<file path="src/logic/dsp16_macros.svh">
// Widths are fixed for the 16-bit core and program space is limited to 4K words
`ifndef DSP16_MACROS_SVH
`define DSP16_MACROS_SVH

// Data path and program word width
`define DSP16_DATA_W   16

`define DSP16_PC_W     12  // Program address, 4K words

// RAM address comes straight from a 16-bit pointer
`define DSP16_RAM_AW   16

`define DSP16_RESET_PC 0   // First fetch address after reset

`endif

</file>
<file path="src/logic/dsp16_pkg.sv">
// Only the T codes named below execute and every other code is a no-op
`include "dsp16_macros.svh"

package dsp16_pkg;

    // T field in bits 15:11 of the program word
    typedef enum logic [4:0] {
        OP_GOTO_JA   = 5'b00000,  // 0000x
        OP_CALL_JA   = 5'b10000,  // 1000x
        OP_GOTO_B    = 5'b11000,  // Return through pr
        OP_SHORT_IMM = 5'b00010,  // 0001x
        OP_NOP       = 5'b01000,  // aT=R and all unused codes
        OP_LONG_IMM  = 5'b01010,
        OP_RAM_STORE = 5'b01100,
        OP_RAM_LOAD  = 5'b01111
    } t_op_e;

    // YAAU register select where codes 6 and 7 select nothing
    typedef enum logic [2:0] {
        R0 = 3'd0,
        R1 = 3'd1,
        R2 = 3'd2,
        R3 = 3'd3,
        J  = 3'd4,
        K  = 3'd5
    } yreg_e;

    // Pointer post-modify
    typedef enum logic [1:0] {
        MOD_NONE  = 2'd0,  // *rN
        MOD_INC   = 2'd1,  // *rN++
        MOD_DEC   = 2'd2,  // *rN--
        MOD_ADD_J = 2'd3   // *rN++j
    } mod_e;

    // Registered decoder output with at most one strobe per cycle
    typedef struct packed {
        logic                     goto_ja;
        logic                     call_ja;
        logic                     goto_b;
        logic                     short_load;     // Short immediate to YAAU
        logic                     long_load;      // Long immediate to YAAU
        logic                     xaau_imm_load;  // Long immediate to pr
        logic                     ram_store;
        logic                     ram_load;       // RAM to YAAU register
        logic                     xaau_ram_load;  // RAM to pr
        yreg_e                    r_field;
        logic [1:0]               y_field;        // Pointer rN
        mod_e                     modifier;
        logic [`DSP16_PC_W-1:0]   i_field;        // Branch target
        logic [`DSP16_DATA_W-1:0] imm;
    } ctrl_t;

    typedef struct packed {
        logic [`DSP16_RAM_AW-1:0] addr;
        logic [`DSP16_DATA_W-1:0] wdata;
        logic                     we;
        logic                     re;
    } ram_req_t;

endpackage

</file>
<file path="src/logic/dsp16_core.sv">
// Core has no DAU and no interrupts, and both memories are expected outside it
`timescale 1ns/1ps
`include "dsp16_macros.svh"

module dsp16_core (
    input  logic                     clk,
    input  logic                     rst,
    input  logic                     cen,
    output logic [`DSP16_PC_W-1:0]   rom_addr,
    input  logic [`DSP16_DATA_W-1:0] rom_dout,
    output dsp16_pkg::ram_req_t      ram_req,
    input  logic [`DSP16_DATA_W-1:0] ram_rdata
);

    dsp16_pkg::ctrl_t         ctrl;
    logic [`DSP16_DATA_W-1:0] pr_wdata;  // Long value or RAM data for pr

    // Program word to strobes
    dsp16_decode u_decode (
        .clk      (clk),
        .rst      (rst),
        .cen      (cen),
        .rom_dout (rom_dout),
        .ctrl     (ctrl)
    );

    // Program addressing
    dsp16_xaau u_xaau (
        .clk      (clk),
        .rst      (rst),
        .cen      (cen),
        .ctrl     (ctrl),
        .pr_wdata (pr_wdata),
        .rom_addr (rom_addr)
    );

    // Data addressing
    dsp16_yaau u_yaau (
        .clk       (clk),
        .rst       (rst),
        .cen       (cen),
        .ctrl      (ctrl),
        .ram_rdata (ram_rdata),
        .ram_req   (ram_req),
        .pr_wdata  (pr_wdata)
    );

endmodule

</file>
<file path="src/logic/dsp16_decode.sv">
// Expects rom_dout one enabled cycle behind rom_addr and never decodes branch shadows
`timescale 1ns/1ps
`include "dsp16_macros.svh"

module dsp16_decode (
    input  logic                     clk,
    input  logic                     rst,
    input  logic                     cen,
    input  logic [`DSP16_DATA_W-1:0] rom_dout,
    output dsp16_pkg::ctrl_t         ctrl
);

    // Words still to be discarded or the data word of a long immediate
    typedef enum logic [1:0] {
        SKIP_NONE = 2'd0,
        SKIP_ONE  = 2'd1,
        SKIP_TWO  = 2'd2,
        SKIP_LONG = 2'd3
    } skip_e;

    skip_e            skip;
    logic             long_y;  // Long immediate goes to the YAAU
    logic             long_x;  // Long immediate goes to pr
    dsp16_pkg::t_op_e op;

    function automatic dsp16_pkg::t_op_e classify(input logic [4:0] t);
        dsp16_pkg::t_op_e res;
        casez (t)
            5'b0000?: res = dsp16_pkg::OP_GOTO_JA;
            5'b1000?: res = dsp16_pkg::OP_CALL_JA;
            5'b11000: res = dsp16_pkg::OP_GOTO_B;
            5'b0001?: res = dsp16_pkg::OP_SHORT_IMM;
            5'b01010: res = dsp16_pkg::OP_LONG_IMM;
            5'b01100: res = dsp16_pkg::OP_RAM_STORE;
            5'b01111: res = dsp16_pkg::OP_RAM_LOAD;
            default:  res = dsp16_pkg::OP_NOP;
        endcase
        return res;
    endfunction

    always_comb begin
        op = classify(rom_dout[15:11]);
    end

    always_ff @(posedge clk or posedge rst) begin
        if (rst) begin
            ctrl   <= '0;
            skip   <= SKIP_ONE;  // rom_dout is stale in the first cycle
            long_y <= 1'b0;
            long_x <= 1'b0;
        end else if (cen) begin
            ctrl.goto_ja       <= 1'b0;
            ctrl.call_ja       <= 1'b0;
            ctrl.goto_b        <= 1'b0;
            ctrl.short_load    <= 1'b0;
            ctrl.long_load     <= 1'b0;
            ctrl.xaau_imm_load <= 1'b0;
            ctrl.ram_store     <= 1'b0;
            ctrl.ram_load      <= 1'b0;
            ctrl.xaau_ram_load <= 1'b0;

            case (skip)
                SKIP_TWO: skip <= SKIP_ONE;
                SKIP_ONE: skip <= SKIP_NONE;
                SKIP_LONG: begin
                    // Data word while r_field still holds the destination
                    ctrl.imm           <= rom_dout;
                    ctrl.long_load     <= long_y;
                    ctrl.xaau_imm_load <= long_x;
                    skip               <= SKIP_NONE;
                end
                default: begin
                    case (op)
                        dsp16_pkg::OP_GOTO_JA: begin
                            ctrl.goto_ja <= 1'b1;
                            ctrl.i_field <= rom_dout[11:0];
                            skip         <= SKIP_TWO;
                        end
                        dsp16_pkg::OP_CALL_JA: begin
                            ctrl.call_ja <= 1'b1;
                            ctrl.i_field <= rom_dout[11:0];
                            skip         <= SKIP_TWO;
                        end
                        dsp16_pkg::OP_GOTO_B: begin
                            ctrl.goto_b <= 1'b1;
                            skip        <= SKIP_TWO;
                        end
                        dsp16_pkg::OP_SHORT_IMM: begin
                            ctrl.short_load <= 1'b1;
                            ctrl.r_field    <= dsp16_pkg::yreg_e'(rom_dout[11:9] ^ 3'b100);
                            ctrl.imm        <= `DSP16_DATA_W'(rom_dout[8:0]);
                        end
                        dsp16_pkg::OP_LONG_IMM: begin
                            ctrl.r_field <= dsp16_pkg::yreg_e'(rom_dout[6:4]);
                            long_y       <= rom_dout[9:7] == 3'b000;
                            long_x       <= rom_dout[9:7] == 3'b001;  // pr
                            skip         <= SKIP_LONG;
                        end
                        dsp16_pkg::OP_RAM_STORE,
                        dsp16_pkg::OP_RAM_LOAD: begin
                            ctrl.ram_store     <= op == dsp16_pkg::OP_RAM_STORE;
                            ctrl.ram_load      <= op == dsp16_pkg::OP_RAM_LOAD && !rom_dout[10];
                            ctrl.xaau_ram_load <= op == dsp16_pkg::OP_RAM_LOAD && rom_dout[10];
                            ctrl.r_field       <= dsp16_pkg::yreg_e'(rom_dout[6:4]);
                            ctrl.y_field       <= rom_dout[3:2];
                            ctrl.modifier      <= dsp16_pkg::mod_e'(rom_dout[1:0]);
                        end
                        default: ;  // No-op
                    endcase
                end
            endcase
        end
    end

endmodule

</file>
<file path="src/logic/dsp16_xaau.sv">
// PC and pr are 12 bits so pr loads keep only the low bits of the data word
`timescale 1ns/1ps
`include "dsp16_macros.svh"

module dsp16_xaau (
    input  logic                     clk,
    input  logic                     rst,
    input  logic                     cen,
    input  dsp16_pkg::ctrl_t         ctrl,
    input  logic [`DSP16_DATA_W-1:0] pr_wdata,
    output logic [`DSP16_PC_W-1:0]   rom_addr
);

    logic [`DSP16_PC_W-1:0] pc;
    logic [`DSP16_PC_W-1:0] pr;
    logic [`DSP16_PC_W-1:0] pr_fwd;  // pr as seen by a return this cycle
    logic                   pr_ld1;  // RAM read cycle of a load into pr
    logic                   pr_ld2;  // RAM data valid
    logic                   pr_we;

    assign rom_addr = pc;

    // Load data arrives two cycles after the strobe
    assign pr_we  = ctrl.xaau_imm_load | pr_ld2;
    assign pr_fwd = pr_we ? pr_wdata[`DSP16_PC_W-1:0] : pr;

    always_ff @(posedge clk or posedge rst) begin
        if (rst) begin
            pc     <= `DSP16_PC_W'(`DSP16_RESET_PC);
            pr     <= '0;
            pr_ld1 <= 1'b0;
            pr_ld2 <= 1'b0;
        end else if (cen) begin
            pr_ld1 <= ctrl.xaau_ram_load;
            pr_ld2 <= pr_ld1;

            // Two words behind the fetch, so pc-1 is the word after the call
            if (ctrl.call_ja)
                pr <= pc - 1'b1;
            else
                pr <= pr_fwd;

            if (ctrl.goto_ja || ctrl.call_ja)
                pc <= ctrl.i_field;
            else if (ctrl.goto_b)
                pc <= pr_fwd;
            else
                pc <= pc + 1'b1;
        end
    end

endmodule

</file>
<file path="src/logic/dsp16_yaau.sv">
// No rb/re circular buffers and the register right after a load must not read its target
`timescale 1ns/1ps
`include "dsp16_macros.svh"

module dsp16_yaau (
    input  logic                     clk,
    input  logic                     rst,
    input  logic                     cen,
    input  dsp16_pkg::ctrl_t         ctrl,
    input  logic [`DSP16_DATA_W-1:0] ram_rdata,
    output dsp16_pkg::ram_req_t      ram_req,
    output logic [`DSP16_DATA_W-1:0] pr_wdata
);

    // Register file indexed by yreg_e as r0-r3 then j and k
    logic [5:0][`DSP16_DATA_W-1:0] yr;
    logic [5:0][`DSP16_DATA_W-1:0] yr_fwd;  // With load data merged in
    logic [5:0][`DSP16_DATA_W-1:0] yr_n;

    logic                     ld_pend;  // Load in RAM read cycle
    dsp16_pkg::yreg_e         ld_dst;
    logic                     ld_wb;    // ram_rdata valid
    dsp16_pkg::yreg_e         wb_dst;
    logic                     ram_op;
    logic                     imm_we;
    logic [`DSP16_DATA_W-1:0] ptr;
    logic [`DSP16_DATA_W-1:0] src;
    logic [`DSP16_DATA_W-1:0] step;

    assign ram_op = ctrl.ram_store | ctrl.ram_load | ctrl.xaau_ram_load;
    assign imm_we = ctrl.short_load | ctrl.long_load;

    // Long value wins over a pr load landing the same cycle
    assign pr_wdata = ctrl.xaau_imm_load ? ctrl.imm : ram_rdata;

    always_comb begin
        yr_fwd = yr;
        if (ld_wb && wb_dst <= dsp16_pkg::K)
            yr_fwd[wb_dst] = ram_rdata;
    end

    assign ptr = yr_fwd[ctrl.y_field];
    assign src = (ctrl.r_field <= dsp16_pkg::K) ? yr_fwd[ctrl.r_field] : '0;  // 6, 7 read 0

    always_comb begin
        step = '0;
        case (ctrl.modifier)
            dsp16_pkg::MOD_INC:   step = `DSP16_DATA_W'(1);
            dsp16_pkg::MOD_DEC:   step = '1;  // -1
            dsp16_pkg::MOD_ADD_J: step = yr_fwd[dsp16_pkg::J];
            default:              step = '0;
        endcase
    end

    // Later instruction takes priority over an older load
    always_comb begin
        yr_n = yr_fwd;
        if (ram_op)
            yr_n[ctrl.y_field] = ptr + step;
        if (imm_we && ctrl.r_field <= dsp16_pkg::K)
            yr_n[ctrl.r_field] = ctrl.imm;
    end

    always_ff @(posedge clk or posedge rst) begin
        if (rst) begin
            yr      <= '0;
            ram_req <= '0;
            ld_pend <= 1'b0;
            ld_wb   <= 1'b0;
            ld_dst  <= dsp16_pkg::R0;
            wb_dst  <= dsp16_pkg::R0;
        end else if (cen) begin
            yr         <= yr_n;
            ram_req.we <= ctrl.ram_store;
            ram_req.re <= ctrl.ram_load | ctrl.xaau_ram_load;
            if (ram_op) begin
                ram_req.addr  <= ptr[`DSP16_RAM_AW-1:0];  // Address before post-modify
                ram_req.wdata <= src;
            end

            ld_pend <= ctrl.ram_load;
            ld_dst  <= ctrl.r_field;
            ld_wb   <= ld_pend;
            wb_dst  <= ld_dst;
        end
    end

endmodule

</file>
<file path="config.mk">
export PLATFORM = sky130hd
export DESIGN_NAME = dsp16_core
export DESIGN_NICKNAME = d
export VERILOG_FILES = /design/src/logic/dsp16_pkg.sv /design/src/logic/dsp16_core.sv /design/src/logic/dsp16_decode.sv /design/src/logic/dsp16_xaau.sv /design/src/logic/dsp16_yaau.sv
export VERILOG_INCLUDE_DIRS = /design/src /design/src/logic
export SDC_FILE = /design/constraint.sdc
export NUM_CORES = 1
export LEC_CHECK = 0
export CAP_MARGIN = 20
export CORE_ASPECT_RATIO = 0.5
export CORE_MARGIN = 4
export CORE_UTILIZATION = 60
export CTS_CLUSTER_SIZE = 10
export DETAILED_ROUTE_END_ITERATION = 10
export DONT_BUFFER_PORTS = 1
export HOLD_SLACK_MARGIN = 0.03
export PLACE_DENSITY = 0.73
export SYNTH_ARGS = -nofsm -noshare
export SYNTH_HDL_FRONTEND = slang
export SYNTH_SLANG_ARGS = --single-unit
export TNS_END_PERCENT = 50
</file>
<file path="constraint.sdc">
create_clock -name clk -period 16.3 [get_ports clk]
set_clock_uncertainty 0.2 [all_clocks]
set_input_delay 0 -clock clk [delete_from_list [all_inputs] [get_ports clk]]
set_output_delay 0 -clock clk [all_outputs]
set_load 0.01 [all_outputs]
</file>
==> run summary <==
TritonCTS built the clock tree. Ranked by total cell area, the synthesized netlist is headed by sky130_fd_sc_hd__dfrtp_1 (38%), sky130_fd_sc_hd__mux2i_1 (6.5%), sky130_fd_sc_hd__mux2_2 (5.9%). For this design the top-level I/O count stands at 81. The initial core utilization was 0.624. The vertical die dimension is 115 um, and the cell area after placement is 13800 um2.

Setup slack closes at 11.42 ns. The run gives 12.5k as the via count of the first global-routing pass. Number of warnings issued by yosys: 0.

In the final design database the tool counted 1572 nets. Share of the synthesized area in the top cell type: 0.382. The CTS sink count is 212. For this design, the CTS-stage hold fixing added 48 buffers. The critical path is of the flip-flop to flip-flop type. The worst slew margin relative to its limit is 0.165, and the maximum number of pins on one net before global-route repair is 198. Detailed placement finished with a half-perimeter wire length of 32800 um.

The clock latency of the later-clocked register in the worst-skew pair is 0.56 ns, and the number of synthesized flops with an enable pin is 0. STA classifies the critical path endpoint as a flip-flop. The number of buffers created by CTS came out at 25.

The summed negative setup slack over all endpoints was 0 ns. In the synthesized netlist the dominant register cell turns out to be sky130_fd_sc_hd__dfrtp_1. The power density relative to cell area was 191 nW/um2. The post-route clock period utilization was 0.299; the layout-stage area growth over the synthesis result was 8.94%. From left edge to right edge, the die measures 223 um.

Setup violations remaining at the end of the flow were counted as 0. The logs give 0 for the leftover overflow at the end of global routing and 11.54 ns for the placement-stage worst setup slack. The post-CTS clock slew at the launch and capture registers of the worst setup and hold paths came out at 0.07 ns.

Peak supply drop: 0.113 mV. The via-per-instance ratio was 7.12. Total DRC errors in the routed layout: 0. Setup repair after global routing left no endpoint under its margin. The worst setup path is launched from a flip-flop. The netlist uses 70 different library cells. The critical path goes through and4bb_2 -> mux2_1 -> mux4_2 -> ha_1 -> o21a_1 -> a31oi_1 -> o211ai_1 -> a221oi_1 -> or3_1 -> nand3_1. The detailed router finished its first iteration with 1836 violations. Overall via count from detail_route: 13.0k. Clock tree synthesis selected as its root buffer the cell sky130_fd_sc_hd__clkbuf_16.

Synthesis inferred 212 register bits. The floorplan core area was 22200 um2. The slew at the pin closest to its max-slew limit came out at 1.25 ns. The run finished with clean final reports.

The proportion of synthesized flip-flops having asynchronous set or reset was 1.00; the number of core rows was 38. The number of buffers and inverters on the critical path is 0. The run gives 13800 um2 as the area of the mapped netlist. The synthesized netlist net count is 1618.

In this run the remaining antenna-violating nets after routing total 0. Master of the slowest instance on the critical path: sky130_fd_sc_hd__and4bb_2. The total track usage was 0.389; the part of the Yosys area used for sequential elements was 0.384. The run gives 0 as the final antenna diode count. The logs give 25700 um2 for the die outline area and 0 for the count of instances resized after the clock tree is built. The first-pass GRT wire length came out at 76800 um. The family of cells with the greatest summed delay on the critical path was compound AO/OA/AOI/OAI gates. For this run, the top clock speed supported by timing is 0.205 GHz. Port buffering added 0 buffers. The routability congestion estimate from global placement was 1.04.

Number of antenna violations at the first check in global routing: 2. Largest area contributor in the netlist: sky130_fd_sc_hd__dfrtp_1. Of all nets on the critical path, the largest fanout is 21. The tools report the final-report max-slew violation count as 0. Synthesized area per cell: 8.86 um2. Worst hold-check path type: input pin to flip-flop. The logs give 0 for the hold violation count in the final report and 3 for the deepest clock path buffer count.

The tools report the worst endpoint data arrival time as 5.11 ns. The tools report the number of optimization iterations in the first detailed-route pass as 6. For the count of fill cells added during filler insertion, the log shows 1781.

Summing all non-filler instances in the final layout gives an area of 15100 um2. The layout cell share with drive strength beyond 1 is 0.107, and the maximum level of the CTS H-tree is 1. The worst path needs 4.88 ns of the cycle, external delays included.

Summed over all layers, the routed wires come to 50200 um. In this run the static leakage power is 6.19 nW. The average routed wire per standard cell works out to 27.5 um. The logs give 0 for the reported max-cap violation count and 1561 for the synthesized instance count. The run gives 16.52 ns as the required time at the worst-slack endpoint. The delay of the slowest cell on the worst path came out at 0.90 ns. The run gives 0 as the number of setup buffers added after CTS.
## path summary, 6_finish.rpt
check	startpoint	to	slack, ns	depth (start not counted)
worst max register to register	u_yaau.wb_dst[1]	u_yaau.yr[29]	11.42	10
worst max-delay path	u_yaau.wb_dst[1]	u_yaau.yr[29]	11.42	10
worst min-delay path	rom_dout[6]	u_decode.ctrl[22]	0.06	2
min in group asynchronous	rst	u_decode.skip[0]	0.40	3
max in group asynchronous	rst	u_yaau.yr[60]	14.05	5
worst min register to register	u_xaau.pr[8]	u_xaau.pr[8]	0.29	2
## routing by layer
| metal | up-vias | GRT usage | part of all wire |
|---|---|---|---|
| li1 | 5574 | - | - |
| met1 | 6324 | 0.548 | 0.40 |
| met2 | 939 | 0.559 | 0.41 |
| met3 | 164 | 0.134 | 0.15 |
| met4 | 0 | 0.148 | 0.041 |
| met5 | - | 0 | 0 |
## layout make-up
type / instances / area, um2 / share of cell area
Timing Repair Buffer: 73 / 703 / 0.0467
Clock buffer: 37 / 671 / 0.0445
Multi-Input combinational cell: 1146 / 7750 / 0.515
Clock inverter: 2 / 28.8 / 0.00191
Tap cell: 300 / 375 / 0.0249
Inverter: 57 / 221 / 0.0147
Sequential cell: 212 / 5310 / 0.352
## through the flow
stage	hold slack, ns	util	power, mW	cells
2_1_floorplan	-0.107	-	1.88	1561
3_3_place_gp	-0.153	0.625	2.23	1740
3_5_place_dp	-0.144	0.625	2.26	1740
4_1_cts	0.0305	0.680	2.81	1827
5_1_grt	0.0441	0.680	3.03	1827
6_report	0.0594	0.680	2.88	1827
## cells in the mapped netlist, types with 9 or more instances
cell type / n
sky130_fd_sc_hd__nand2b_1: 12
sky130_fd_sc_hd__a21oi_1: 140
sky130_fd_sc_hd__a21boi_0: 16
sky130_fd_sc_hd__nand3_1: 29
sky130_fd_sc_hd__or3_1: 17
sky130_fd_sc_hd__nand2_1: 113
sky130_fd_sc_hd__mux2i_1: 90
sky130_fd_sc_hd__o221ai_1: 9
sky130_fd_sc_hd__o211ai_1: 36
sky130_fd_sc_hd__mux2_2: 73
sky130_fd_sc_hd__a31oi_1: 37
sky130_fd_sc_hd__o22ai_1: 57
sky130_fd_sc_hd__ha_1: 21
sky130_fd_sc_hd__buf_1: 17
sky130_fd_sc_hd__dfrtp_1: 211
sky130_fd_sc_hd__buf_2: 11
sky130_fd_sc_hd__a21o_1: 10
sky130_fd_sc_hd__inv_1: 56
sky130_fd_sc_hd__o21ai_0: 97
sky130_fd_sc_hd__xnor2_1: 21
sky130_fd_sc_hd__o21ai_1: 17
sky130_fd_sc_hd__a211oi_1: 16
sky130_fd_sc_hd__nor2_1: 167
sky130_fd_sc_hd__mux4_2: 21
sky130_fd_sc_hd__clkbuf_1: 114
sky130_fd_sc_hd__xor2_1: 9
sky130_fd_sc_hd__nor3_1: 17
## power by group
part           switching (mW)  internal, mW
Combinational           0.805         0.541
Sequential              0.274         0.741
Clock                   0.232         0.283
## state kept, by name, indices dropped and copies added, names as in the netlist, 2 cells and up
register and flops:
u_yaau.yr 96, u_decode.ctrl 44, u_yaau.ram_req 34, u_xaau.pr 12
u_xaau.rom_addr 12, u_yaau.ld_dst 3, u_yaau.wb_dst 3, u_decode.skip 2
## cell usage in the layout (no fill, tap or decap), types with 29 or more instances in the layout
cell type and n:
sky130_fd_sc_hd__nand2_1 112, sky130_fd_sc_hd__dlygate4sd3_1 46, sky130_fd_sc_hd__o22ai_1 57, sky130_fd_sc_hd__dfrtp_1 211, sky130_fd_sc_hd__nor2_1 167, sky130_fd_sc_hd__o21ai_0 97, sky130_fd_sc_hd__a31oi_1 37, sky130_fd_sc_hd__inv_1 55
sky130_fd_sc_hd__mux2i_1 90, sky130_fd_sc_hd__a21oi_1 139, sky130_fd_sc_hd__mux2_2 73, sky130_fd_sc_hd__o211ai_1 36, sky130_fd_sc_hd__nand3_1 29
## kinds of logic (layout without fill, tap and decap cells)
group                    after synthesis  after routing  synth area share
buffers and inverters                203            169            0.0577
XOR/XNOR                              30             30            0.0190
flip-flops                           212            212             0.384
AO/OA/AOI/OAI                        502            502             0.224
multiplexers                         186            186             0.160
adder cells (fa/ha/maj)               22             22            0.0205
AND/OR/NAND/NOR                      406            406             0.134
No activity file was read; power rests on OpenSTA's default activity.
